<file path="config.mk">
export PLATFORM = sky130hd
export DESIGN_NAME = sram_interface
export DESIGN_NICKNAME = d
export VERILOG_FILES = /design/src/source/hydra_pkg.sv /design/src/source/sram_interface.sv
export VERILOG_INCLUDE_DIRS = /design/src /design/src/source
export SDC_FILE = /design/constraint.sdc
export NUM_CORES = 2
export LEC_CHECK = 0
export BUFFER_PORTS_ARGS = -buffer_cell sky130_fd_sc_hd__buf_2
export CAP_MARGIN = 20
export CORE_MARGIN = 2
export CORE_UTILIZATION = 55
export DETAILED_ROUTE_END_ITERATION = 8
export GPL_ROUTABILITY_DRIVEN = 0
export PLACE_DENSITY_LB_ADDON = 0.1
export SETUP_SLACK_MARGIN = 0.15
export SYNTH_ARGS = -nofsm -noshare
export SYNTH_HDL_FRONTEND = slang
export SYNTH_SLANG_ARGS = --single-unit
export TNS_END_PERCENT = 10
</file>
<file path="constraint.sdc">
create_clock -name clk -period 3.9 [get_ports clk]
set_input_delay 0 -clock clk [delete_from_list [all_inputs] [get_ports clk]]
set_output_delay 0 -clock clk [all_outputs]
set_load 0.01 [all_outputs]
</file>
<file path="src/source/hydra_cfg.svh">
`ifndef HYDRA_CFG_SVH
`define HYDRA_CFG_SVH

// Ingress ports and shared SRAM banks
`define HYDRA_PORTS 4
`define HYDRA_BANKS 8

// Words per bank
`define HYDRA_BANK_WORDS 256

// Per-port ingress FIFO depth in words
`define HYDRA_FIFO_DEPTH 64

// Fill level that raises almost_full
`define HYDRA_AFULL_LEVEL 48

`endif
</file>
<file path="src/source/hydra_pkg.sv">
package hydra_pkg;

    typedef logic [15:0] word_t;
    typedef logic [1:0] port_idx_t;
    typedef logic [2:0] bank_idx_t;
    typedef logic [8:0] pkt_len_t;   // Header bits 15 to 7
    typedef logic [8:0] space_t;     // Holds a full bank of 256 words
    typedef logic [7:0] bank_addr_t;
    typedef logic [8:0] pkt_cnt_t;
    typedef logic [4:0] thresh_t;

    typedef enum logic [1:0] {
        MATCH_FIRST_FIT,
        MATCH_MOST_FREE,
        MATCH_FEWEST_DEST
    } match_mode_t;

    typedef enum logic [1:0] {
        FE_IDLE,
        FE_MATCH,
        FE_XFER
    } fe_state_t;

    typedef enum logic [1:0] {
        SC_IDLE,
        SC_SCAN,
        SC_REQ
    } scan_state_t;

endpackage

</file>
<file path="src/source/sram_interface.sv">
`include "hydra_cfg.svh"

module sram_interface (
    input logic clk,
    input logic rst_n,
    input logic wr_vld,
    input hydra_pkg::word_t wr_data,
    input logic wr_eop,
    input hydra_pkg::bank_addr_t rd_addr,
    output hydra_pkg::word_t rd_data,
    output hydra_pkg::space_t free_space,
    output hydra_pkg::pkt_cnt_t dest_cnt [`HYDRA_PORTS]
);
    import hydra_pkg::*;

    word_t mem [`HYDRA_BANK_WORDS];
    bank_addr_t wr_ptr;
    logic at_sop;   // Next word written is a header
    port_idx_t hdr_dest;
    pkt_len_t hdr_len;

    assign hdr_dest = wr_data[1:0];
    assign hdr_len = wr_data[15:7];

    always_ff @(posedge clk) begin
        if (!rst_n) begin
            wr_ptr <= '0;
            at_sop <= 1'b1;
            free_space <= space_t'(`HYDRA_BANK_WORDS);
            for (int d = 0; d < `HYDRA_PORTS; d++) begin
                dest_cnt[d] <= '0;
            end
        end else if (wr_vld) begin
            wr_ptr <= wr_ptr + 1'b1;
            at_sop <= wr_eop;
            if (at_sop) begin
                free_space <= free_space - hdr_len;   // Whole packet is reserved on its header
                dest_cnt[hdr_dest] <= dest_cnt[hdr_dest] + 1'b1;
            end
        end
    end

    always_ff @(posedge clk) begin
        if (wr_vld) begin
            mem[wr_ptr] <= wr_data;
        end
        rd_data <= mem[rd_addr];
    end

endmodule

</file>
Word-level counts from Yosys, hierarchy flattened
Memories as Yosys holds them, arrays and structs flattened. A register that Yosys moved wholly into a read port is not among the register bits.
Cells that the tools add are included.
- input port bits: 28
- RAM bits: 4096
- output and inout bits: 61
- bits in registers: 54
- memories: 1
- logic and storage cells: 24
- memories (name ; words ; width ; read ports ; clocked after Yosys merged registers in ; wr ports ; line ; RTL):
    mem ; 256 ; 16 ; 1 ; 1 ; 1 ; sram_interface.sv:16 ; word_t mem [`HYDRA_BANK_WORDS];
- bitwise operators: 1
- $lt $le $gt $ge: 2
- multiplexer cells: 8
- reductions and logical operators: 2
- $add $sub $neg: 3
- operators with widths (operator ; count):
    36-bit bitwise mux ; 1
    9-bit 2-to-1 mux ; 3
    9-bit binary-select mux with 2-bit select ; 1
    9-bit demux with 2-bit select ; 1
    9-bit by 1-bit adder with 9-bit output, second input constant ; 1
    9-bit subtractor ; 1
    8-bit by 1-bit adder with 8-bit output, second input constant ; 1
    3-bit >= comparator, second input constant ; 1
    3-bit by 1-bit < comparator with 1-bit output, second input constant ; 1
    2-bit inverter with 3-bit output ; 1
    1-bit 2-to-1 mux ; 2
    2-bit AND reduction ; 1
    1-bit logical AND ; 1

Longest topological paths before layout
- depth after elaboration: 6
- depth in mapped cells: 13
- mapped depth without buffers: 11

Least setup slack after synthesis
Ideal clock, no wire load.
- path type: reg2reg
- start point: register free_space[0]
- end point: register free_space[8]
- setup time: 0.121 ns
- setup slack: 1.369 ns
- data required time: 3.779 ns
- path buffers: 0
- arrival time: 2.411 ns
- cell stages (with the launch flop): 12
- clock period less this slack: 2.531 ns
- cell sequence: dfxtp_1 > inv_1 > ha_1 > inv_1 > fa_1 > a21o_1 > a21oi_1 > o21ai_0 > a2111oi_0 > nor3_1 > mux2i_1 > mux2_2
- longest elaborated chain between the ends: 1
- ends and longest elaborated chain (element ; line ; RTL):
    start: declaration ; sram_interface.sv:11 ; output hydra_pkg::space_t free_space,
    start signal: assignment ; sram_interface.sv:29 ; free_space <= space_t'(`HYDRA_BANK_WORDS);
    start signal: assignment ; sram_interface.sv:37 ; free_space <= free_space - hdr_len;
    9-bit subtractor ; sram_interface.sv:37 ;
Every way passes these cells.
A chain may end at the register's enable or synchronous reset.

==> out/metrics.yaml <==
synth_cell_types: 72
post-place-ws_ns: 0.0137
cts_max_path_buffers: 4
vias_per_cell: 6.53
rsz0062_at_grt: "false"
cts_tree: "yes"
async_reset_ff_share_pct: 0
ant_nets: 0
cap_violations: 0
n_fill_cell: 19900
yosysWarnings: 0
cp.arrival_ns: 4.37
path_cells: "mux4_2, and2b_1, a211oi_1, a21oi_1, o21ai_0, dlygate4sd3_1, a21oi_1, and4_1, dlygate4sd3_1"
grt_pass1_wl_um: 610000
dpl.cell_count: 11500
fin_crit_sh_pct: 90.5
drtIter0Drc: 12000
wirelength_um: 434000
p_int_mw: 73.7
synth-seq-cells: 4166
clk_latency_ns: 0.97
drt-pass1-iter-count: 6
finClkSkew_ns: 0.0606
cts_resized: 0
final_cell_mix: "edfxtp_1, mux4_2, buf_4"
htree_levels: 5
cts_sinks: 4166
io_pins: 89
combPwrFrac_pct: 5.0
grt_antenna_before_repair: 21
gr-total-overflow: 0
p_switching_mw: 19.7
r2r_start: "mem[122][8]"
critPathBufInv: 2
synth.avg_cell_area_sq_um: 22.0
place.port_buffers: 88
die_height_um: 546
clkTransAtPathRegs_ns: 0.06
grt_pass1_vias: 79300
seqPwrFrac_pct: 52.8
synthFlopType: "edfxtp_1"
path_depth: 9
synth_edf_count: 4096
final_hold_viol_count: 0
status: "complete, no violations"
clockPowerShare_pct: 42.2
syn_inst: 7351
critPathMaxFanout: 1
rrSetupSlack_ns: 0.37
routedWlPerCell_um: 35.2
ys_seq_area_share_pct: 77.1
cpPeakStageDelay_ns: 0.68
start_kind: "flop"
worstSetupPathType: "reg -> reg"
drc: 0
syn_area_sq_mm: 0.161
worstHoldPathCells: 2
multi_input_area_sq_mm: 0.0340
finalNonFillerCells: 12300
cts_buffers: 415
min-delay-path-class: "in -> reg"
max_freq_mhz: 283
dieWidth_um: 546
grt_max_degree: 232
area_growth_pct: 13.6
die_area_sq_mm: 0.298
sw_frac_of_total_pct: 21.1
design.core.area_sq_mm: 0.292
mostFrequentLayoutCell: "edfxtp_1"
layout-drive-gt1-share_pct: 28.1
worst_slew_pin_slew_ns: 1.50
cp_slowest_cell: "a211oi_1"
crit_family: "buffers and inverters"
syn_nets: 7393
post_cts_buffers: 0
initial_core_util_pct: 55.4
dp_hpwl_um: 260000
irDropWorstVdd_mv: 0.438
hold_path_end: "mem[30][10]"
r2r_cells: 9
r2r_end: "rd_data[8]"
min_from: "wr_data[10]"
max_slew_margin_pct: 0.104
cts_root_buf: "clkbuf_16"
layout_setup_ws_ns: 0.369
slew_viol_final: 0
nets: 8130
holdBufCountCts: 38
power_density_mw_per_mm2: 510
grtUsageTotal_pct: 29.1
crit_path_end_kind: "flop"
period_minus_slack_ns: 3.53
cp.required_ns: 4.74
route.vias.total: 80500
placementRows: 198
register_area_sq_mm: 0.124
leakagePower_nw: 59.5
setup_viol: 0
==> cell families after synthesis <==
group	share of synthesized area, %
AO/OA/AOI/OAI	2.50
flip-flops	77.1
adder cells (fa/ha/maj)	0.113
AND/OR/NAND/NOR	2.13
buffers and inverters	2.12
XOR/XNOR	0.0868
multiplexers	16.0
==> how the worst max path moves through the flow <==
stage	startpoint	to	slack (ns)
4_1_cts	mem[122][8]	rd_data[8]	0.47
3_3_place_gp	rd_addr[0]	rd_data[0]	-0.21
2_1_floorplan	free_space[0]	free_space[8]	1.37
6_report	mem[122][8]	rd_data[8]	0.37
5_1_grt	mem[122][8]	rd_data[8]	0.31
3_5_place_dp	rd_addr[0]	rd_data[13]	0.01
==> power groups by stage <==
| stage | logic (mW) | registers, mW | clock network, mW |
|---|---|---|---|
| after global routing | 4.85 | 49.3 | 41.7 |
| after detailed placement | 4.61 | 50.3 | 0 |
| final | 4.65 | 49.4 | 39.5 |
| after floorplan | 2.42 | 50.3 | 0 |
| after CTS | 4.66 | 49.3 | 40.0 |
| after global placement | 4.53 | 50.3 | 0 |
==> sequential cells by signal, indices dropped and copies added, names as in the netlist <==
| name | cells |
|---|---|
| at_sop | 1 |
| dest_cnt | 36 |
| free_space | 9 |
| mem | 4096 |
| rd_data | 16 |
| wr_ptr | 8 |
==> worst reg2reg max path: stages (launching register included) <==
cell,delay [ns]
edfxtp_1,0.35
mux4_2,0.46
and2b_1,0.17
a211oi_1,0.68
a21oi_1,0.09
o21ai_0,0.17
dlygate4sd3_1,0.57
a21oi_1,0.12
and4_1,0.27
dlygate4sd3_1,0.54
==> synthesized netlist by cell type (all sizes together) (13+ instances only) <==
master | n | area share (%)
edfxtp | 4096 | 76
mux4 | 966 | 14
mux2i | 382 | 2.4
nand2 | 378 | 0.88
nor2 | 293 | 0.68
buf | 279 | 1.6
clkbuf | 147 | 0.44
o22ai | 127 | 0.49
dfxtp | 70 | 0.87
a22oi | 58 | 0.27
a21oi | 57 | 0.18
o221ai | 55 | 0.30
a2111oi | 49 | 0.30
a221oi | 43 | 0.24
o211a | 34 | 0.21
nand3 | 33 | 0.11
a211oi | 27 | 0.13
o21ai | 27 | 0.084
nor3 | 25 | 0.084
nor2b | 24 | 0.093
nor4 | 18 | 0.074
o211ai | 17 | 0.079
a22o | 15 | 0.081
and2 | 15 | 0.058
inv | 15 | 0.035
ha | 13 | 0.10
==> area by class of cell <==
class                      count  share of cell area, %
inverter                      16                 0.0341
clock buffer                 540                   6.03
timing repair buffer         749                   3.60
clock inverter               212                   1.26
antenna                        7                0.00955
multi-input combinational   2740                   18.6
tap                         3900                   2.66
sequential                  4166                   67.8
==> per-layer routing <==
| layer | vias to the layer above | share of wire (%) | global-route usage [%] |
|---|---|---|---|
| met5 | - | 0.014 | 0 |
| li1 | 32400 | - | - |
| met2 | 4067 | 48 | 46.0 |
| met4 | 8 | 3.4 | 8.92 |
| met3 | 624 | 9.1 | 4.80 |
| met1 | 43400 | 39 | 42.1 |
==> metrics by stage <==
stage                     hold WS [ns]  total power, mW  util [%]  TNS, ns  area [sq um]
after floorplan                 0.0989             52.7         -        0        161000
after global placement           0.237             54.8      58.1   -0.269        169000
after detailed placement         0.244             54.9      58.1        0        170000
after CTS                      0.00569             93.9      62.9        0        183000
after global routing            0.0312             95.9      62.9        0        183000
final                           0.0637             93.5      62.9        0        183000
Power figures use the tool's default switching activity.
