===== src/source/hydra_cfg.svh =====
`ifndef HYDRA_CFG_SVH
`define HYDRA_CFG_SVH

// Ingress ports and shared SRAM banks
`define HYDRA_PORTS 4
`define HYDRA_BANKS 8

// Words per bank
`define HYDRA_BANK_WORDS 256

// Per-port ingress FIFO depth in words
`define HYDRA_FIFO_DEPTH 64

// Fill level that raises almost_full
`define HYDRA_AFULL_LEVEL 48

`endif

===== src/source/hydra_pkg.sv =====
package hydra_pkg;

    typedef logic [15:0] word_t;
    typedef logic [1:0] port_idx_t;
    typedef logic [2:0] bank_idx_t;
    typedef logic [8:0] pkt_len_t;   // Header bits 15 to 7
    typedef logic [8:0] space_t;     // Holds a full bank of 256 words
    typedef logic [7:0] bank_addr_t;
    typedef logic [8:0] pkt_cnt_t;
    typedef logic [4:0] thresh_t;

    typedef enum logic [1:0] {
        MATCH_FIRST_FIT,
        MATCH_MOST_FREE,
        MATCH_FEWEST_DEST
    } match_mode_t;

    typedef enum logic [1:0] {
        FE_IDLE,
        FE_MATCH,
        FE_XFER
    } fe_state_t;

    typedef enum logic [1:0] {
        SC_IDLE,
        SC_SCAN,
        SC_REQ
    } scan_state_t;

endpackage


===== src/source/xfer_if.sv =====
interface xfer_if;
    import hydra_pkg::*;

    logic vld;
    word_t data;
    logic eop;
    bank_idx_t bank;   // Bank the port is bound to
    logic bound;

    modport fe (
        output vld,
        output data,
        output eop,
        input bank,
        input bound
    );

    modport xbar (
        input vld,
        input data,
        input eop,
        output bank,
        output bound
    );

endinterface


===== src/source/port_wr_frontend.sv =====
`include "hydra_cfg.svh"

module port_wr_frontend (
    input logic clk,
    input logic rst_n,
    input logic wr_sop,
    input logic wr_eop,
    input logic wr_vld,
    input hydra_pkg::word_t wr_data,
    xfer_if.fe xfer,
    output logic match_enable,
    output hydra_pkg::port_idx_t new_dest_port,
    output hydra_pkg::pkt_len_t new_length,
    input logic match_end,
    output logic fifo_full,
    output logic fifo_afull
);
    import hydra_pkg::*;

    localparam int AW = $clog2(`HYDRA_FIFO_DEPTH);

    logic [17:0] fifo_mem [`HYDRA_FIFO_DEPTH];   // Entry is sop, eop and the word
    logic [AW-1:0] wr_ptr;
    logic [AW-1:0] rd_ptr;
    logic [AW:0] count;
    fe_state_t state;
    logic push, pop, empty;
    logic head_sop, head_eop;
    word_t head_word;

    assign empty = count == '0;
    assign fifo_full = count == (AW+1)'(`HYDRA_FIFO_DEPTH);
    assign fifo_afull = count >= (AW+1)'(`HYDRA_AFULL_LEVEL);
    assign push = wr_vld && !fifo_full;   // Words arriving while full are lost

    assign {head_sop, head_eop, head_word} = fifo_mem[rd_ptr];
    assign new_length = head_word[15:7];
    assign new_dest_port = head_word[1:0];

    // Raised in the cycle right after the header lands at the FIFO head
    assign match_enable = (state == FE_MATCH) || (state == FE_IDLE && !empty && head_sop);

    assign xfer.vld = (state == FE_XFER) && xfer.bound && !empty;
    assign xfer.data = head_word;
    assign xfer.eop = head_eop;

    // A stray word with no header in front of it is discarded
    assign pop = xfer.vld || (state == FE_IDLE && !empty && !head_sop);

    always_ff @(posedge clk) begin
        if (!rst_n) begin
            state <= FE_IDLE;
            wr_ptr <= '0;
            rd_ptr <= '0;
            count <= '0;
        end else begin
            if (push) begin
                wr_ptr <= wr_ptr + 1'b1;
            end
            if (pop) begin
                rd_ptr <= rd_ptr + 1'b1;
            end
            count <= count + (AW+1)'(push) - (AW+1)'(pop);
            case (state)
                FE_IDLE: if (!empty && head_sop) state <= FE_MATCH;
                FE_MATCH: if (match_end) state <= FE_XFER;
                FE_XFER: if (xfer.vld && head_eop) state <= FE_IDLE;
                default: state <= FE_IDLE;
            endcase
        end
    end

    always_ff @(posedge clk) begin
        if (push) begin
            fifo_mem[wr_ptr] <= {wr_sop, wr_eop, wr_data};
        end
    end

endmodule


===== src/flat_wrapper.sv =====
// flat-port wrapper written by rule: the top's interface ports become plain ports
module port_wr_frontend_flat import hydra_pkg::*;
  (clk, rst_n, wr_sop, wr_eop, wr_vld, wr_data, match_enable, new_dest_port, new_length, match_end, fifo_full, fifo_afull, xfer_vld, xfer_data, xfer_eop, xfer_bank, xfer_bound);
  xfer_if xfer_i ();
  input logic clk;
  input logic rst_n;
  input logic wr_sop;
  input logic wr_eop;
  input logic wr_vld;
  input hydra_pkg::word_t wr_data;
  output logic match_enable;
  output hydra_pkg::port_idx_t new_dest_port;
  output hydra_pkg::pkt_len_t new_length;
  input logic match_end;
  output logic fifo_full;
  output logic fifo_afull;
  output wire logic [$bits(xfer_i.vld)-1:0] xfer_vld;
  output wire logic [$bits(xfer_i.data)-1:0] xfer_data;
  output wire logic [$bits(xfer_i.eop)-1:0] xfer_eop;
  input wire logic [$bits(xfer_i.bank)-1:0] xfer_bank;
  input wire logic [$bits(xfer_i.bound)-1:0] xfer_bound;
  assign xfer_vld = xfer_i.vld;
  assign xfer_data = xfer_i.data;
  assign xfer_eop = xfer_i.eop;
  assign xfer_i.bank = xfer_bank;
  assign xfer_i.bound = xfer_bound;
  port_wr_frontend u_core (.clk(clk), .rst_n(rst_n), .wr_sop(wr_sop), .wr_eop(wr_eop), .wr_vld(wr_vld), .wr_data(wr_data), .xfer(xfer_i), .match_enable(match_enable), .new_dest_port(new_dest_port), .new_length(new_length), .match_end(match_end), .fifo_full(fifo_full), .fifo_afull(fifo_afull));
endmodule

===== config.mk =====
export PLATFORM = sky130hd
export DESIGN_NAME = port_wr_frontend_flat
export DESIGN_NICKNAME = d
export VERILOG_FILES = /design/src/source/hydra_pkg.sv /design/src/source/xfer_if.sv /design/src/source/port_wr_frontend.sv /design/src/flat_wrapper.sv
export VERILOG_INCLUDE_DIRS = /design/src /design/src/source
export SDC_FILE = /design/constraint.sdc
export NUM_CORES = 1
export LEC_CHECK = 0
export BUFFER_PORTS_ARGS = -buffer_cell sky130_fd_sc_hd__clkbuf_2
export CORE_UTILIZATION = 50
export CTS_BUF_LIST = sky130_fd_sc_hd__clkbuf_4 sky130_fd_sc_hd__clkbuf_8 sky130_fd_sc_hd__clkbuf_16
export CTS_CLUSTER_SIZE = 40
export DETAILED_ROUTE_END_ITERATION = 8
export PLACE_DENSITY = 0.72
export SYNTH_ARGS = -nofsm -noshare
export SYNTH_HDL_FRONTEND = slang
export SYNTH_SLANG_ARGS = --single-unit

===== constraint.sdc =====
create_clock -name clk -period 4.1 [get_ports clk]
set_input_delay 0.82 -clock clk [delete_from_list [all_inputs] [get_ports clk]]
set_output_delay 0.82 -clock clk [all_outputs]
set_load 0.1 [all_outputs]

# --- Word-level counts from Yosys, hierarchy flattened ---
# Memory sizes are Yosys's and may differ from the RTL's. A register that Yosys moved wholly into a read port is not among the register bits.
# Cells that the tools add are included.
word_totals:
  reg_bits: 21
  mem_bits_rw: 1152
  input_bits: 26
  out_inout_bits: 32
  word_cells: 40
  memories: 1
classes:
  add_sub_neg: 4
  n_lt_le_gt_ge: 1
  n_eq_ne: 6
  n_mux: 8
  n_reduce_logical: 16
memory_table:
  columns: ["memory", "depth", "width", "rd", "rd_ports_with_merged_regs", "wr", "line", "source"]
  rows:
  - ["u_core.fifo_mem", 64, 18, 1, 1, 1, "port_wr_frontend.sv:22", "logic [17:0] fifo_mem [`HYDRA_FIFO_DEPTH];"]
op_table:
  columns: ["operator", "count"]
  rows:
  - ["6-bit by 1-bit adder with 6-bit output, second input constant", 2]
  - ["6-bit 2-to-1 mux", 2]
  - ["1-bit logical AND", 8]
  - ["7-bit by 1-bit adder with 7-bit output", 1]
  - ["7-bit == test, second input constant", 1]
  - ["7-bit by 6-bit >= comparator with 1-bit output, second input constant", 1]
  - ["7-bit zero test", 1]
  - ["7-bit by 1-bit subtractor with 7-bit output", 1]
  - ["2-bit 2-to-1 mux", 3]
  - ["2-bit != test, second input constant", 3]
  - ["2-bit one-hot mux with 3 select lines", 1]
  - ["1-bit zero test", 3]
  - ["3-bit AND reduction", 1]
  - ["2-bit by 1-bit == test with 1-bit output, second input constant", 1]
  - ["2-bit == test, second input constant", 1]
  - ["2-bit zero test", 1]
  - ["1-bit logical OR", 2]
  - ["1-bit 2-to-1 mux", 2]

# --- Longest topological paths before layout ---
depth:
  word_depth: 7
  mapped_depth: 23
  mapped_depth_nobuf: 21

# --- Least setup slack after synthesis ---
# Ideal clock, no wire load.
synth_path:
  path_type: "reg-to-reg"
  startpoint: "register u_core.count[2]"
  endpoint: "register u_core.count[6]"
  setup_time_ns: 0.121
  t_arrival_ns: 4.014
  required_time_ns: 3.979
  path_slack_ns: -0.034
  path_stages_with_launch: 22
  path_buffers: 0
  synth_period_minus_slack_ns: 4.134
  cell_sequence: "dfxtp_1 > inv_1 > ha_1 > nor3b_1 > and3_1 > or3_1 > inv_1 > a21oi_1 > or2_1 > inv_1 > ha_1 > inv_1 > ha_1 > inv_1 > fa_1 > inv_1 > a21oi_1 > nor2_1 > o21ai_0 > a21oi_1 > o21a_1 > nor3_1"
synth_between:
  elab_cells_between_ends: 11
  cone_classes: "add/sub: 2; eq/ne: 1; reduce/logical: 8"
synth_lines:
  columns: ["element", "line", "source"]
  rows:
  - ["start, declared", "port_wr_frontend.sv:25", "logic [AW:0] count;"]
  - ["start signal, assigned", "port_wr_frontend.sv:63", "count <= count + (AW+1)'(push) - (AW+1)'(pop);"]
  - ["7-bit zero test", "port_wr_frontend.sv:31", "assign empty = count == '0;"]
  - ["1-bit zero test", "port_wr_frontend.sv:43", "assign xfer.vld = (state == FE_XFER) && xfer.bound && !empty;"]
  - ["1-bit logical AND", "port_wr_frontend.sv:43", null]
  - ["via xfer_vld", "flat_wrapper.sv:17", "output wire logic [$bits(xfer_i.vld)-1:0] xfer_vld;"]
  - ["1-bit logical OR", "port_wr_frontend.sv:48", "assign pop = xfer.vld || (state == FE_IDLE && !empty && !head_sop);"]
  - ["7-bit by 1-bit subtractor with 7-bit output", "port_wr_frontend.sv:63", null]
# The timed path passes the listed nets, and every way through them passes these cells.
# A chain may end at the register's enable or synchronous reset.

==> results.sh <==
export IMPL_power_density_nw_per_um2=636.9
export IMPL_ys_async_sr_fraction=0
export IMPL_final_period_utilization=1.060
export IMPL_worst_slack_ns=-0.2479
export IMPL_irDropWorstVdd_mv=0.6204
export IMPL_synth_top_family_by_area="multiplexers"
export IMPL_hold_viol_final=0
export IMPL_arrival_ns=3.53
export IMPL_synth_top_area_frac=0.7607
export IMPL_top_usage_layer="met2"
export IMPL_final_layout_size_suffix_gt1_frac=0.3899
export IMPL_status="complete, but fails checks"
export IMPL_synthCells=1901
export IMPL_cts_tree="yes"
export IMPL_cp_max_fo=7
export IMPL_muxShareOfSynthArea=0.1873
export IMPL_die_area_um2=92160
export IMPL_use_met3=0.05012
export IMPL_place_hpwl_um=57030
export IMPL_cp_data_required_time_ns=3.28
export IMPL_wl_per_cell_um=32.85
export IMPL_fin_setup_tns_ns=-6.005
export IMPL_power_switching_mw=9.500
export IMPL_final_seq_area_um2=35150
export IMPL_cts_max_level=3
export IMPL_drt_initial_drc_count=2686
export IMPL_synth_edf_count=1152
export IMPL_drtAntennaViolNets=0
export IMPL_synth_ff_type="edfxtp_1"
export IMPL_rows=110
export IMPL_final_util=0.5910
export IMPL_syn_to_final_growth_pct=16.97
export IMPL_cts_hold_buf=0
export IMPL_fin_area_um2=53190
export IMPL_placed_area_um2=48320
export IMPL_final_cells=3395
export IMPL_path_class="flop to output pin"
export IMPL_multi_input_area_um2=9977
export IMPL_numPortBuffers=54
export IMPL_fin_nets=2158
export IMPL_grtUsageTotal=0.2461
export IMPL_violations="setup timing"
export IMPL_synth_cell_types=53
export IMPL_leakage_nw=16.49
export IMPL_synthAdderAreaFrac=0.004017
export IMPL_p_int_mw=24.38
export IMPL_min_path_type="input port to flop"
export IMPL_clkPwrFrac=0.319
export IMPL_clock_fmax_mhz=230.0
export IMPL_ios=58
export IMPL_clock_sinks=1179
export IMPL_drcViolationCount=0
export IMPL_maxCapViolations=0
export IMPL_hold_slack_ns=0.4671
export IMPL_grt_antenna_before_repair=6
export IMPL_drtPass1Iterations=5
export IMPL_p_comb_frac=0.283
export IMPL_cts_root_buf="clkbuf_16"
export IMPL_dp_cells=3142
export IMPL_grt_max_degree=65
export IMPL_ys_top_cells_by_area="edfxtp_1 76%, mux4_2 18%, dfxtp_1 1.2%"
export IMPL_dpl_worst_slack_ns=0.05534
export IMPL_synth_seq_area_share=0.7726
export IMPL_fillCellCount=6098
export IMPL_seqPwrFrac=0.397
export IMPL_die_w_um=303.6
export IMPL_gr_usage_met2=0.4035
export IMPL_place_congestion=0.7803
export IMPL_core_um2=90010
export IMPL_start_kind="flop"
export IMPL_max_slew_margin=0.1149
export IMPL_grt_first_pass_wirelength_um=158500
export IMPL_synth_compound_area_frac=0.005943
export IMPL_yosys_warnings=0
export IMPL_grt_pass1_vias=22671
export IMPL_layout_common_cells="1152 x edfxtp_1, 369 x mux4_2, 124 x clkbuf_16"
export IMPL_initial_core_util=0.5052
export IMPL_tightest_slew_ns=1.328
export IMPL_dr_total_vias=21860
export IMPL_rsz0062_at_grt="true"
export IMPL_final_setup_skew_ns=0.07284
export IMPL_synth_xor_area_share=0.001348
export IMPL_yosysTopAreaCell="edfxtp_1"
export IMPL_hold_start="match_end"
export IMPL_use_met1=0.3340
export IMPL_p_sw_frac=0.2804
export IMPL_viasPerCell=6.439
export IMPL_synth_simple_area_share=0.01546
export IMPL_cp_end_kind="output pin"
export IMPL_cts_buffers=113
export IMPL_period_minus_slack_ns=4.348
export IMPL_total_power_mw=33.88
export IMPL_overflow=0
export IMPL_layout_commonest_cell="edfxtp_1"
export IMPL_synth_fp_nets=1941
export IMPL_synth_seq_cells=1179
export IMPL_syn_area_um2=45480
export IMPL_setup_viol=29
export IMPL_wl_um=111500
export IMPL_clk_latency_ns=0.70
export IMPL_slew_violations=0
export IMPL_synth_avg_cell_area_um2=23.92
export IMPL_cts_max_path_buffers=3
export IMPL_path_clk_slew_ns=0.07
export IMPL_die_height_um=303.6
## final cells by class
cell class | count | share of cell area
Timing Repair Buffer | 208 | 0.04878
Antenna cell | 3 | 0.0001411
Inverter | 19 | 0.001458
Clock inverter | 77 | 0.01606
Clock buffer | 136 | 0.05763
Tap cell | 1176 | 0.02766
Multi-Input combinational cell | 597 | 0.1876
Sequential cell | 1179 | 0.6607
## routing by layer
metal | wire length [µm] | share of wire | vias up
li1 | - | - | 8572
met1 | 41370 | 0.37 | 11701
met2 | 55920 | 0.50 | 1357
met3 | 10500 | 0.094 | 224
met4 | 3703 | 0.033 | 6
met5 | 38 | 0.00034 | -
## synthesized netlist by cell type (5+ instances only)
cell type / instances
o21a_1: 6
or3_1: 6
nand2b_1: 5
buf_4: 13
mux2i_1: 7
nor2b_1: 5
o21ai_0: 7
clkbuf_1: 40
nand3_1: 9
edfxtp_1: 1152
buf_1: 17
dfxtp_1: 27
ha_1: 13
nor3_1: 5
inv_1: 18
buf_2: 29
mux2_2: 12
nor2_1: 81
nand2_1: 17
mux4_2: 369
buf_6: 6
a21oi_1: 9
## path summary, 6_finish.rpt
check,cells past startpoint,end,slack [ns]
worst max-delay path,7,xfer_data[11],-0.25
worst min-delay path,3,u_core.state[1],0.47
worst max register to register,21,u_core.count[6],-0.05
worst min register to register,2,u_core.rd_ptr[5],0.50
## timing repair
action                     in CTS  in global routing
buffers inserted               13                  4
setup endpoints to repair      29                 32
pin swaps                       0                  6
gates resized for setup        55                 18
gates cloned                   12                 10
## cell families after synthesis
group                      count (synthesis)
AOI/OAI and AO/OA                         38
xor gates and xnor gates                   7
adders and majority gates                 14
buffers and inverters                    125
DFF                                     1179
muxes                                    388
and+or+nand+nor                          150
## worst max-delay path: stages (launching register included)
cell and delay [ns]:
dfxtp_4 0.39, buf_4 0.17, buf_12 0.17, buf_12 0.15, mux4_2 0.53, mux4_2 0.58, mux4_2 0.63, buf_12 0.23
## power groups by stage
| stage | sequential (mW) | clock, mW | combinational [mW] |
|---|---|---|---|
| floorplan | 13.7 | 0 | 5.96 |
| global placement | 13.7 | 0 | 8.21 |
| detailed placement | 13.7 | 0 | 8.34 |
| CTS | 13.5 | 10.9 | 9.27 |
| global route | 13.5 | 11.4 | 10.0 |
| finish | 13.5 | 10.8 | 9.60 |
## sequential cells by signal, indices dropped and copies added (netlist names), named ones only
name / cells
u_core.fifo_mem: 1152
u_core.wr_ptr: 6
u_core.state: 2
u_core.count: 7
u_core.rd_ptr: 6
(Power assumes the default switching activity.)
