==> src/source/hydra_cfg.svh <==
`ifndef HYDRA_CFG_SVH
`define HYDRA_CFG_SVH

// Ingress ports and shared SRAM banks
`define HYDRA_PORTS 4
`define HYDRA_BANKS 8

// Words per bank
`define HYDRA_BANK_WORDS 256

// Per-port ingress FIFO depth in words
`define HYDRA_FIFO_DEPTH 64

// Fill level that raises almost_full
`define HYDRA_AFULL_LEVEL 48

`endif
==> src/source/hydra_pkg.sv <==
package hydra_pkg;

    typedef logic [15:0] word_t;
    typedef logic [1:0] port_idx_t;
    typedef logic [2:0] bank_idx_t;
    typedef logic [8:0] pkt_len_t;   // Header bits 15 to 7
    typedef logic [8:0] space_t;     // Holds a full bank of 256 words
    typedef logic [7:0] bank_addr_t;
    typedef logic [8:0] pkt_cnt_t;
    typedef logic [4:0] thresh_t;

    typedef enum logic [1:0] {
        MATCH_FIRST_FIT,
        MATCH_MOST_FREE,
        MATCH_FEWEST_DEST
    } match_mode_t;

    typedef enum logic [1:0] {
        FE_IDLE,
        FE_MATCH,
        FE_XFER
    } fe_state_t;

    typedef enum logic [1:0] {
        SC_IDLE,
        SC_SCAN,
        SC_REQ
    } scan_state_t;

endpackage

==> src/source/hydra_apb_regs.sv <==
`include "hydra_cfg.svh"

module hydra_apb_regs (
    input logic clk,
    input logic rst_n,
    input logic psel,
    input logic penable,
    input logic pwrite,
    input logic [15:0] paddr,
    input logic [31:0] pwdata,
    output logic [31:0] prdata,
    output logic pready,
    output hydra_pkg::match_mode_t match_mode,
    output hydra_pkg::thresh_t match_threshold,
    input logic full,
    input logic almost_full,
    input hydra_pkg::space_t free_space [`HYDRA_BANKS],
    input hydra_pkg::pkt_cnt_t dest_cnt [`HYDRA_BANKS][`HYDRA_PORTS],
    output hydra_pkg::bank_addr_t rd_addr,
    output hydra_pkg::bank_idx_t rd_bank,
    input hydra_pkg::word_t rd_data [`HYDRA_BANKS]
);
    import hydra_pkg::*;

    logic [15:0] mem_off;
    logic is_mem;
    bank_idx_t stat_bank;
    logic [2:0] stat_word;

    assign pready = 1'b1;

    // Memory window starts at 0x1000 with 0x400 bytes per bank
    assign mem_off = paddr - 16'h1000;
    assign is_mem = paddr >= 16'h1000 && mem_off < 16'(`HYDRA_BANKS * 'h400);
    assign rd_bank = mem_off[12:10];
    assign rd_addr = mem_off[9:2];   // Bank registers this on the setup-phase edge

    assign stat_bank = paddr[7:5];
    assign stat_word = paddr[4:2];

    always_comb begin
        prdata = '0;
        if (is_mem) begin
            prdata = {16'd0, rd_data[rd_bank]};
        end else if (paddr[15:8] == 8'h01) begin
            if (stat_word == 3'd0) begin
                prdata = {23'd0, free_space[stat_bank]};
            end else if (stat_word <= 3'd4) begin
                prdata = {23'd0, dest_cnt[stat_bank][port_idx_t'(stat_word - 3'd1)]};
            end
        end else if (paddr == 16'h0000) begin
            prdata = {23'd0, match_threshold, 2'd0, match_mode};
        end else if (paddr == 16'h0004) begin
            prdata = {30'd0, almost_full, full};
        end
    end

    always_ff @(posedge clk) begin
        if (!rst_n) begin
            match_mode <= MATCH_FIRST_FIT;
            match_threshold <= '0;
        end else if (psel && penable && pwrite && paddr == 16'h0000) begin
            match_mode <= match_mode_t'(pwdata[1:0]);
            match_threshold <= pwdata[8:4];
        end
    end

endmodule

==> config.mk <==
export PLATFORM = sky130hd
export DESIGN_NAME = hydra_apb_regs
export DESIGN_NICKNAME = d
export VERILOG_FILES = /design/src/source/hydra_pkg.sv /design/src/source/hydra_apb_regs.sv
export VERILOG_INCLUDE_DIRS = /design/src /design/src/source
export SDC_FILE = /design/constraint.sdc
export NUM_CORES = 1
export LEC_CHECK = 0
export BUFFER_PORTS_ARGS = -buffer_cell sky130_fd_sc_hd__buf_4
export CAP_MARGIN = 25
export CORE_AREA = 3 3 229 231
export CTS_BUF_LIST = sky130_fd_sc_hd__clkbuf_8
export CTS_CLUSTER_DIAMETER = 40
export CTS_CLUSTER_SIZE = 16
export DETAILED_ROUTE_END_ITERATION = 10
export DIE_AREA = 0 0 232 234
export PLACE_DENSITY = 0.35
export SETUP_SLACK_MARGIN = 0.05
export SYNTH_ARGS = -nofsm -noshare
export SYNTH_HDL_FRONTEND = slang
export SYNTH_SLANG_ARGS = --single-unit
==> constraint.sdc <==
create_clock -name clk -period 5 [get_ports clk]
set_input_delay 1.25 -clock clk [delete_from_list [all_inputs] [get_ports clk]]
set_output_delay 1.25 -clock clk [all_outputs]
set_load 0.005 [all_outputs]
# Word level (Yosys, flattened, before mapping)
# Index checks and enable logic that the tools add are counted.
op_classes:
  n_mux: 18
  magnitude_cmp: 6
  add_sub_neg: 2
  bitwise_logic: 3
  reduce_logical: 6
  n_eq_ne: 2
op_table:
  columns: ["cell", "n"]
  rows:
  - ["binary-select mux 36 bit (select 3 bit)", 1]
  - ["2-to-1 mux 36 bit", 2]
  - ["2-to-1 mux 32 bit", 2]
  - ["2-to-1 mux 9 bit", 7]
  - ["binary-select mux 16 bit (select 3 bit)", 1]
  - ["2-to-1 mux 16 bit", 2]
  - ["binary-select mux 9 bit (select 3 bit)", 1]
  - ["binary-select mux 9 bit (select 2 bit)", 1]
  - ["equality test 16 x 3 -> 1 bit (second input constant)", 1]
  - [">= comparator 16 x 13 -> 1 bit (second input constant)", 1]
  - ["logical NOT 16 bit", 1]
  - ["less-than comparator 16 x 14 -> 1 bit (second input constant)", 1]
  - ["subtractor 16 x 13 -> 16 bit (second input constant)", 1]
  - ["equality test 8 x 1 -> 1 bit (second input constant)", 1]
  - [">= comparator 4 bit (second input constant)", 2]
  - ["NOT 3 -> 4 bit", 2]
  - ["logical AND 1 bit", 4]
  - [">= comparator 3 bit (second input constant)", 1]
  - ["<= comparator 3 bit (second input constant)", 1]
  - ["logical NOT 3 bit", 1]
  - ["NOT 2 -> 3 bit", 1]
  - ["2-to-1 mux 2 bit", 1]
  - ["subtractor 2 x 1 -> 2 bit (second input constant)", 1]
word_totals:
  inputBits: 543
  out_inout_bits: 51
  wordCells: 39
  reg_bits: 7

# Logic depth before layout (Yosys ltp)
depth:
  word_depth: 11
  depth_mapped: 10
  ltp_nobuf: 7

# Worst setup path after synthesis
# OpenSTA, ideal clock, no wires.
synth_timing:
  path_kind: "input to output"
  from: "input port paddr[12]"
  to: "output port prdata[4]"
  n_path_buf: 3
  t_required_ns: 3.750
  t_arrival_ns: 3.348
  slack_ns: 0.402
  cell_stages: 10
  cell_sequence: "clkbuf_1 inv_2 buf_1 ha_1 nor4b_2 and3_1 clkbuf_1 nand3_1 nor3_1 o22ai_1"
synth_via:
  elab_chain_len: 6
  elab_cells_between_ends: 13
  cone_classes: "1 x add/sub; 2 x order compare; 1 x eq/ne; 6 x mux; 1 x bitwise; 2 x reduce/logical"
synth_rtl:
  columns: ["element", "line_no", "source"]
  rows:
  - ["from (decl)", "hydra_apb_regs.sv:9", "input logic [15:0] paddr,"]
  - ["subtractor 16 x 13 -> 16 bit (*)", "hydra_apb_regs.sv:33", "assign mem_off = paddr - 16'h1000;"]
  - ["net rd_bank[2]", "hydra_apb_regs.sv:20", "output hydra_pkg::bank_idx_t rd_bank,"]
  - ["branches (longest 4 deep; another with less-than comparator 16 x 14 -> 1 bit)", null, null]
  - ["2-to-1 mux 32 bit (*)", "hydra_apb_regs.sv:43", "if (is_mem) begin"]
  - ["to (decl)", "hydra_apb_regs.sv:11", "output logic [31:0] prdata,"]
# Mark *: on every way through the listed nets, which the timed path passes. The select of a mux whose other input is x is not followed.

# Final worst setup path
layout_timing:
  from: "input port paddr[12]"
  to: "output port prdata[5]"
layout_via:
  elab_chain_len: 6
  elab_cells_between_ends: 13
  cone_classes: "1 x add/sub; 2 x order compare; 1 x eq/ne; 6 x mux; 1 x bitwise; 2 x reduce/logical"
layout_rtl:
  columns: ["element", "line_no"]
  rows:
  - ["branches (longest 5 deep; another with subtractor 16 x 13 -> 16 bit)", null]
  - ["2-to-1 mux 32 bit (*)", "hydra_apb_regs.sv:43"]
# Every way passes the cells marked *. The select of a mux whose other input is x is not followed.

==> metrics.json <==
{
  "maxCapViolations": {"value": 0},
  "relSlewSlack": {"value": 53.6, "unit": "%"},
  "p_leak": {"value": 4.25, "unit": "nW"},
  "yosysWarningCount": {"value": 0},
  "finalClockSkew": {"value": 0, "unit": "ns"},
  "worst-slew-pin-transition": {"value": 0.691, "unit": "ns"},
  "synthesis.area": {"value": 0.00468, "unit": "mm^2"},
  "layout-drive-gt1-share": {"value": 76.3, "unit": "%"},
  "syn_area_per_cell": {"value": 11.5, "unit": "um^2"},
  "fp.dieArea": {"value": 0.0543, "unit": "mm^2"},
  "endpoint_kind": {"value": "output pin"},
  "wire_length_of_the_first_global_routing_pass": {"value": 49200, "unit": "um"},
  "routed_wire_length_per_instance": {"value": 22.6, "unit": "um"},
  "finalWorstPathRequiredPeriod": {"value": 4.74, "unit": "ns"},
  "floorplan.die.width": {"value": 232, "unit": "um"},
  "buffers_inserted_during_post_cts_setup_optimization": {"value": 0},
  "io_pins": {"value": 594},
  "row_count": {"value": 82},
  "globalRouteOverflowTotal": {"value": 0},
  "design.core.area": {"value": 0.0503, "unit": "mm^2"},
  "wirelength": {"value": 36600, "unit": "um"},
  "worst_ir_drop_vdd": {"value": 42.5, "unit": "uV"},
  "grtUsageTotal": {"value": 12.5, "unit": "%"},
  "timing.final.hold_violations": {"value": 0},
  "timing.setup.critical_path_class": {"value": "in2out"},
  "power_density": {"value": 91.4, "unit": "mW/mm^2"},
  "synth.area.mux_share": {"value": 65.4, "unit": "%"},
  "chipHeight": {"value": 234, "unit": "um"},
  "cts_made_buffers": {"value": 3},
  "insertion_delay": {"value": 0.22, "unit": "ns"},
  "crit_fanout": {"value": 12},
  "numPortBuffers": {"value": 551},
  "ys_seq_area_share": {"value": 3.00, "unit": "%"},
  "final_cells": {"value": 1620},
  "post_drt_via_cell_ratio": {"value": 3.81},
  "timing.final.max_slew_violations": {"value": 0},
  "finalHoldWorstSlack": {"value": 0.544, "unit": "ns"},
  "synthToLayoutAreaGrowth": {"value": 107, "unit": "%"},
  "detail_route.drc_violations": {"value": 0},
  "ff_latch_area": {"value": 140, "unit": "um^2"},
  "setup.worst_path.start_class": {"value": "input pin"},
  "clock_path_buffers": {"value": 2},
  "outcome": {"value": "completed"},
  "fraction_of_synthesized_cell_area_in_xor_and_xnor_cells": {"value": 0, "unit": "%"},
  "detailedRoute.firstIterationViolations": {"value": 184},
  "final_nets": {"value": 1494},
  "placed_cell_area": {"value": 0.00963, "unit": "mm^2"},
  "postSynthCellCount": {"value": 408},
  "vias_in_the_first_global_route": {"value": 6886},
  "grt_max_degree": {"value": 34},
  "postSynthRegisterBits": {"value": 7},
  "antenna_found_initial": {"value": 3},
  "placed_cells": {"value": 1615},
  "cts.sink_count": {"value": 7},
  "timing.final.setup_violations": {"value": 0},
  "synth_simple_gate_area_share": {"value": 12.9, "unit": "%"},
  "finalCritPeriodShare": {"value": 94.8, "unit": "%"},
  "synth_compound_gate_area_share": {"value": 8.32, "unit": "%"},
  "post-dp-hpwl": {"value": 33400, "unit": "um"},
  "worst_ep_required_time": {"value": 3.75, "unit": "ns"},
  "fmaxAchievable": {"value": 211, "unit": "MHz"},
  "rsz0062_at_grt": {"value": "false"},
  "worstHoldPathType": {"value": "reg2reg"},
  "root_buffer": {"value": "sky130_fd_sc_hd__clkbuf_8"},
  "finalInstanceArea": {"value": 0.00968, "unit": "mm^2"},
  "final_antenna_net_count": {"value": 0},
  "timing.critical_path.arrival": {"value": 3.49, "unit": "ns"},
  "synth_cell_types": {"value": 47},
  "share_of_synthesized_cell_area_in_full_adder_half_adder_and_majority_cells": {"value": 0.803, "unit": "%"},
  "combinational_family_with_the_most_area_after_synthesis": {"value": "multiplexers"},
  "multi_input_area": {"value": 0.00416, "unit": "mm^2"},
  "tritoncts": {"value": "done"},
  "initial_core_util": {"value": 9.30, "unit": "%"},
  "finalCoreUtilization": {"value": 19.3, "unit": "%"},
  "drt_first_pass_iters": {"value": 4},
  "gp_congestion": {"value": 0.822},
  "tns": {"value": 0, "unit": "ns"},
  "clkSlewWorstSetupHoldPaths": {"value": 0.04, "unit": "ns"},
  "final.fill_count": {"value": 5625},
  "via_count": {"value": 6180},
  "htree_levels": {"value": 1}
}
## report_power, final
group	switching [mW]	internal, mW
logic	0.272	0.480
registers	0.000000110	0.0561
clock network	0.0245	0.0531
total	0.296	0.589
## per-layer routing
metal  share of wire, %  up-vias  wire length, um  GRT usage, %
li1                   -     2787                -             -
met1                 37     3020            13600          14.1
met2                 54      363            19700          24.9
met3                8.5       10             3100          2.87
met4               0.51        0              187         0.794
met5                  0        -                0             0
## cells in the final DEF, fill, tap and decap left out, types with 3 or more instances in the layout
| cell | n |
|---|---|
| sky130_fd_sc_hd__o22ai_1 | 18 |
| sky130_fd_sc_hd__mux4_2 | 124 |
| sky130_fd_sc_hd__nand4b_1 | 5 |
| sky130_fd_sc_hd__mux2_2 | 3 |
| sky130_fd_sc_hd__nor2_1 | 8 |
| sky130_fd_sc_hd__o2111ai_1 | 3 |
| sky130_fd_sc_hd__a22oi_1 | 3 |
| sky130_fd_sc_hd__nand2_1 | 33 |
| sky130_fd_sc_hd__buf_4 | 582 |
| sky130_fd_sc_hd__a32oi_1 | 8 |
| sky130_fd_sc_hd__nor4_1 | 4 |
| sky130_fd_sc_hd__a21oi_1 | 11 |
| sky130_fd_sc_hd__ha_1 | 3 |
| sky130_fd_sc_hd__nand2b_1 | 6 |
| sky130_fd_sc_hd__clkbuf_8 | 3 |
| sky130_fd_sc_hd__o21ai_1 | 6 |
| sky130_fd_sc_hd__buf_12 | 4 |
| sky130_fd_sc_hd__inv_1 | 8 |
| sky130_fd_sc_hd__nor3_1 | 18 |
| sky130_fd_sc_hd__conb_1 | 17 |
| sky130_fd_sc_hd__nor2b_1 | 12 |
| sky130_fd_sc_hd__mux2i_1 | 23 |
| sky130_fd_sc_hd__nand3_1 | 11 |
| sky130_fd_sc_hd__dfxtp_1 | 7 |
## worst max-delay path: stages
cell and delay [ns]:
sky130_fd_sc_hd__buf_4 0.17, sky130_fd_sc_hd__inv_2 0.07, sky130_fd_sc_hd__ha_1 0.17, sky130_fd_sc_hd__nor4b_2 0.20
sky130_fd_sc_hd__buf_4 0.18, sky130_fd_sc_hd__and3_1 0.40, sky130_fd_sc_hd__o2111ai_1 0.16, sky130_fd_sc_hd__or3_1 0.49
sky130_fd_sc_hd__o2bb2ai_1 0.22, sky130_fd_sc_hd__buf_4 0.18
## kinds of logic (layout without fill, tap and decap cells)
kind of cell	count (synthesis)	in the layout
other cells	2	18
compound gates	59	59
flops	7	7
simple gates	111	111
fa+ha+maj	3	3
buf+inv	76	600
mux	150	150
## per-stage QoR
| step | total power [mW] | setup slack, ns |
|---|---|---|
| after global placement | 0.821 | 0.160 |
| after CTS | 0.909 | 0.152 |
| final | 0.885 | 0.258 |
| after floorplan | 0.376 | 0.402 |
| after global routing | 0.954 | 0.0723 |
| after detailed placement | 0.828 | 0.155 |
## flip-flops by register name, summed over array words and instances (netlist names)
signal	cells
match_threshold	5
match_mode	2
## synthesized netlist by cell type, drive strengths merged
cell type,count,area [um^2]
nor4,6,58.8
nand3,11,55.1
or2,2,12.5
nand2b,6,37.5
clkinv,1,3.75
o21bai,1,7.51
and2,2,12.5
o221ai,1,8.76
clkbuf,15,56.3
nor4b,1,15.0
nor3,18,90.1
buf,52,350
conb,2,7.51
or3,2,12.5
mux4,124,2790
nor2,8,30.0
o311ai,1,8.76
o21ai,8,40.0
a31oi,2,12.5
nor2b,12,75.1
a22o,1,8.76
ha,3,37.5
o2bb2ai,1,8.76
dfxtp,7,140
nand2,33,124
or3b,1,8.76
and3,1,6.26
inv,8,30.0
o2111ai,3,26.3
and3b,1,8.76
o22ai,18,113
a32oi,8,70.1
mux2,3,33.8
a21o,1,7.51
a22oi,3,22.5
mux2i,23,230
a21oi,11,55.1
nor3b,2,15.0
nand4b,5,43.8
## layout make-up
type / count / share of cell area, %
timing repair buffer: 587 / 46.1
multi-input combinational: 340 / 42.9
tap: 672 / 8.68
sequential: 7 / 1.45
clock buffer: 3 / 0.426
inverter: 9 / 0.349
clock inverter: 1 / 0.0388
antenna: 1 / 0.0258
## worst paths after layout
kind                            cells after the start            endpoint               start  slack (ns)
worst min-delay path                                2  match_threshold[0]  match_threshold[0]        0.54
worst min register to register                      2  match_threshold[0]  match_threshold[0]        0.54
worst max-delay path                               10           prdata[5]           paddr[12]        0.26
worst max register to register                      2       match_mode[1]       match_mode[1]        4.34
## repair_timing
item                       CTS  global route
resized for setup            0             3
hold buffers                 0             0
setup endpoints to repair    0             4
No activity file was read; power rests on OpenSTA's default activity.
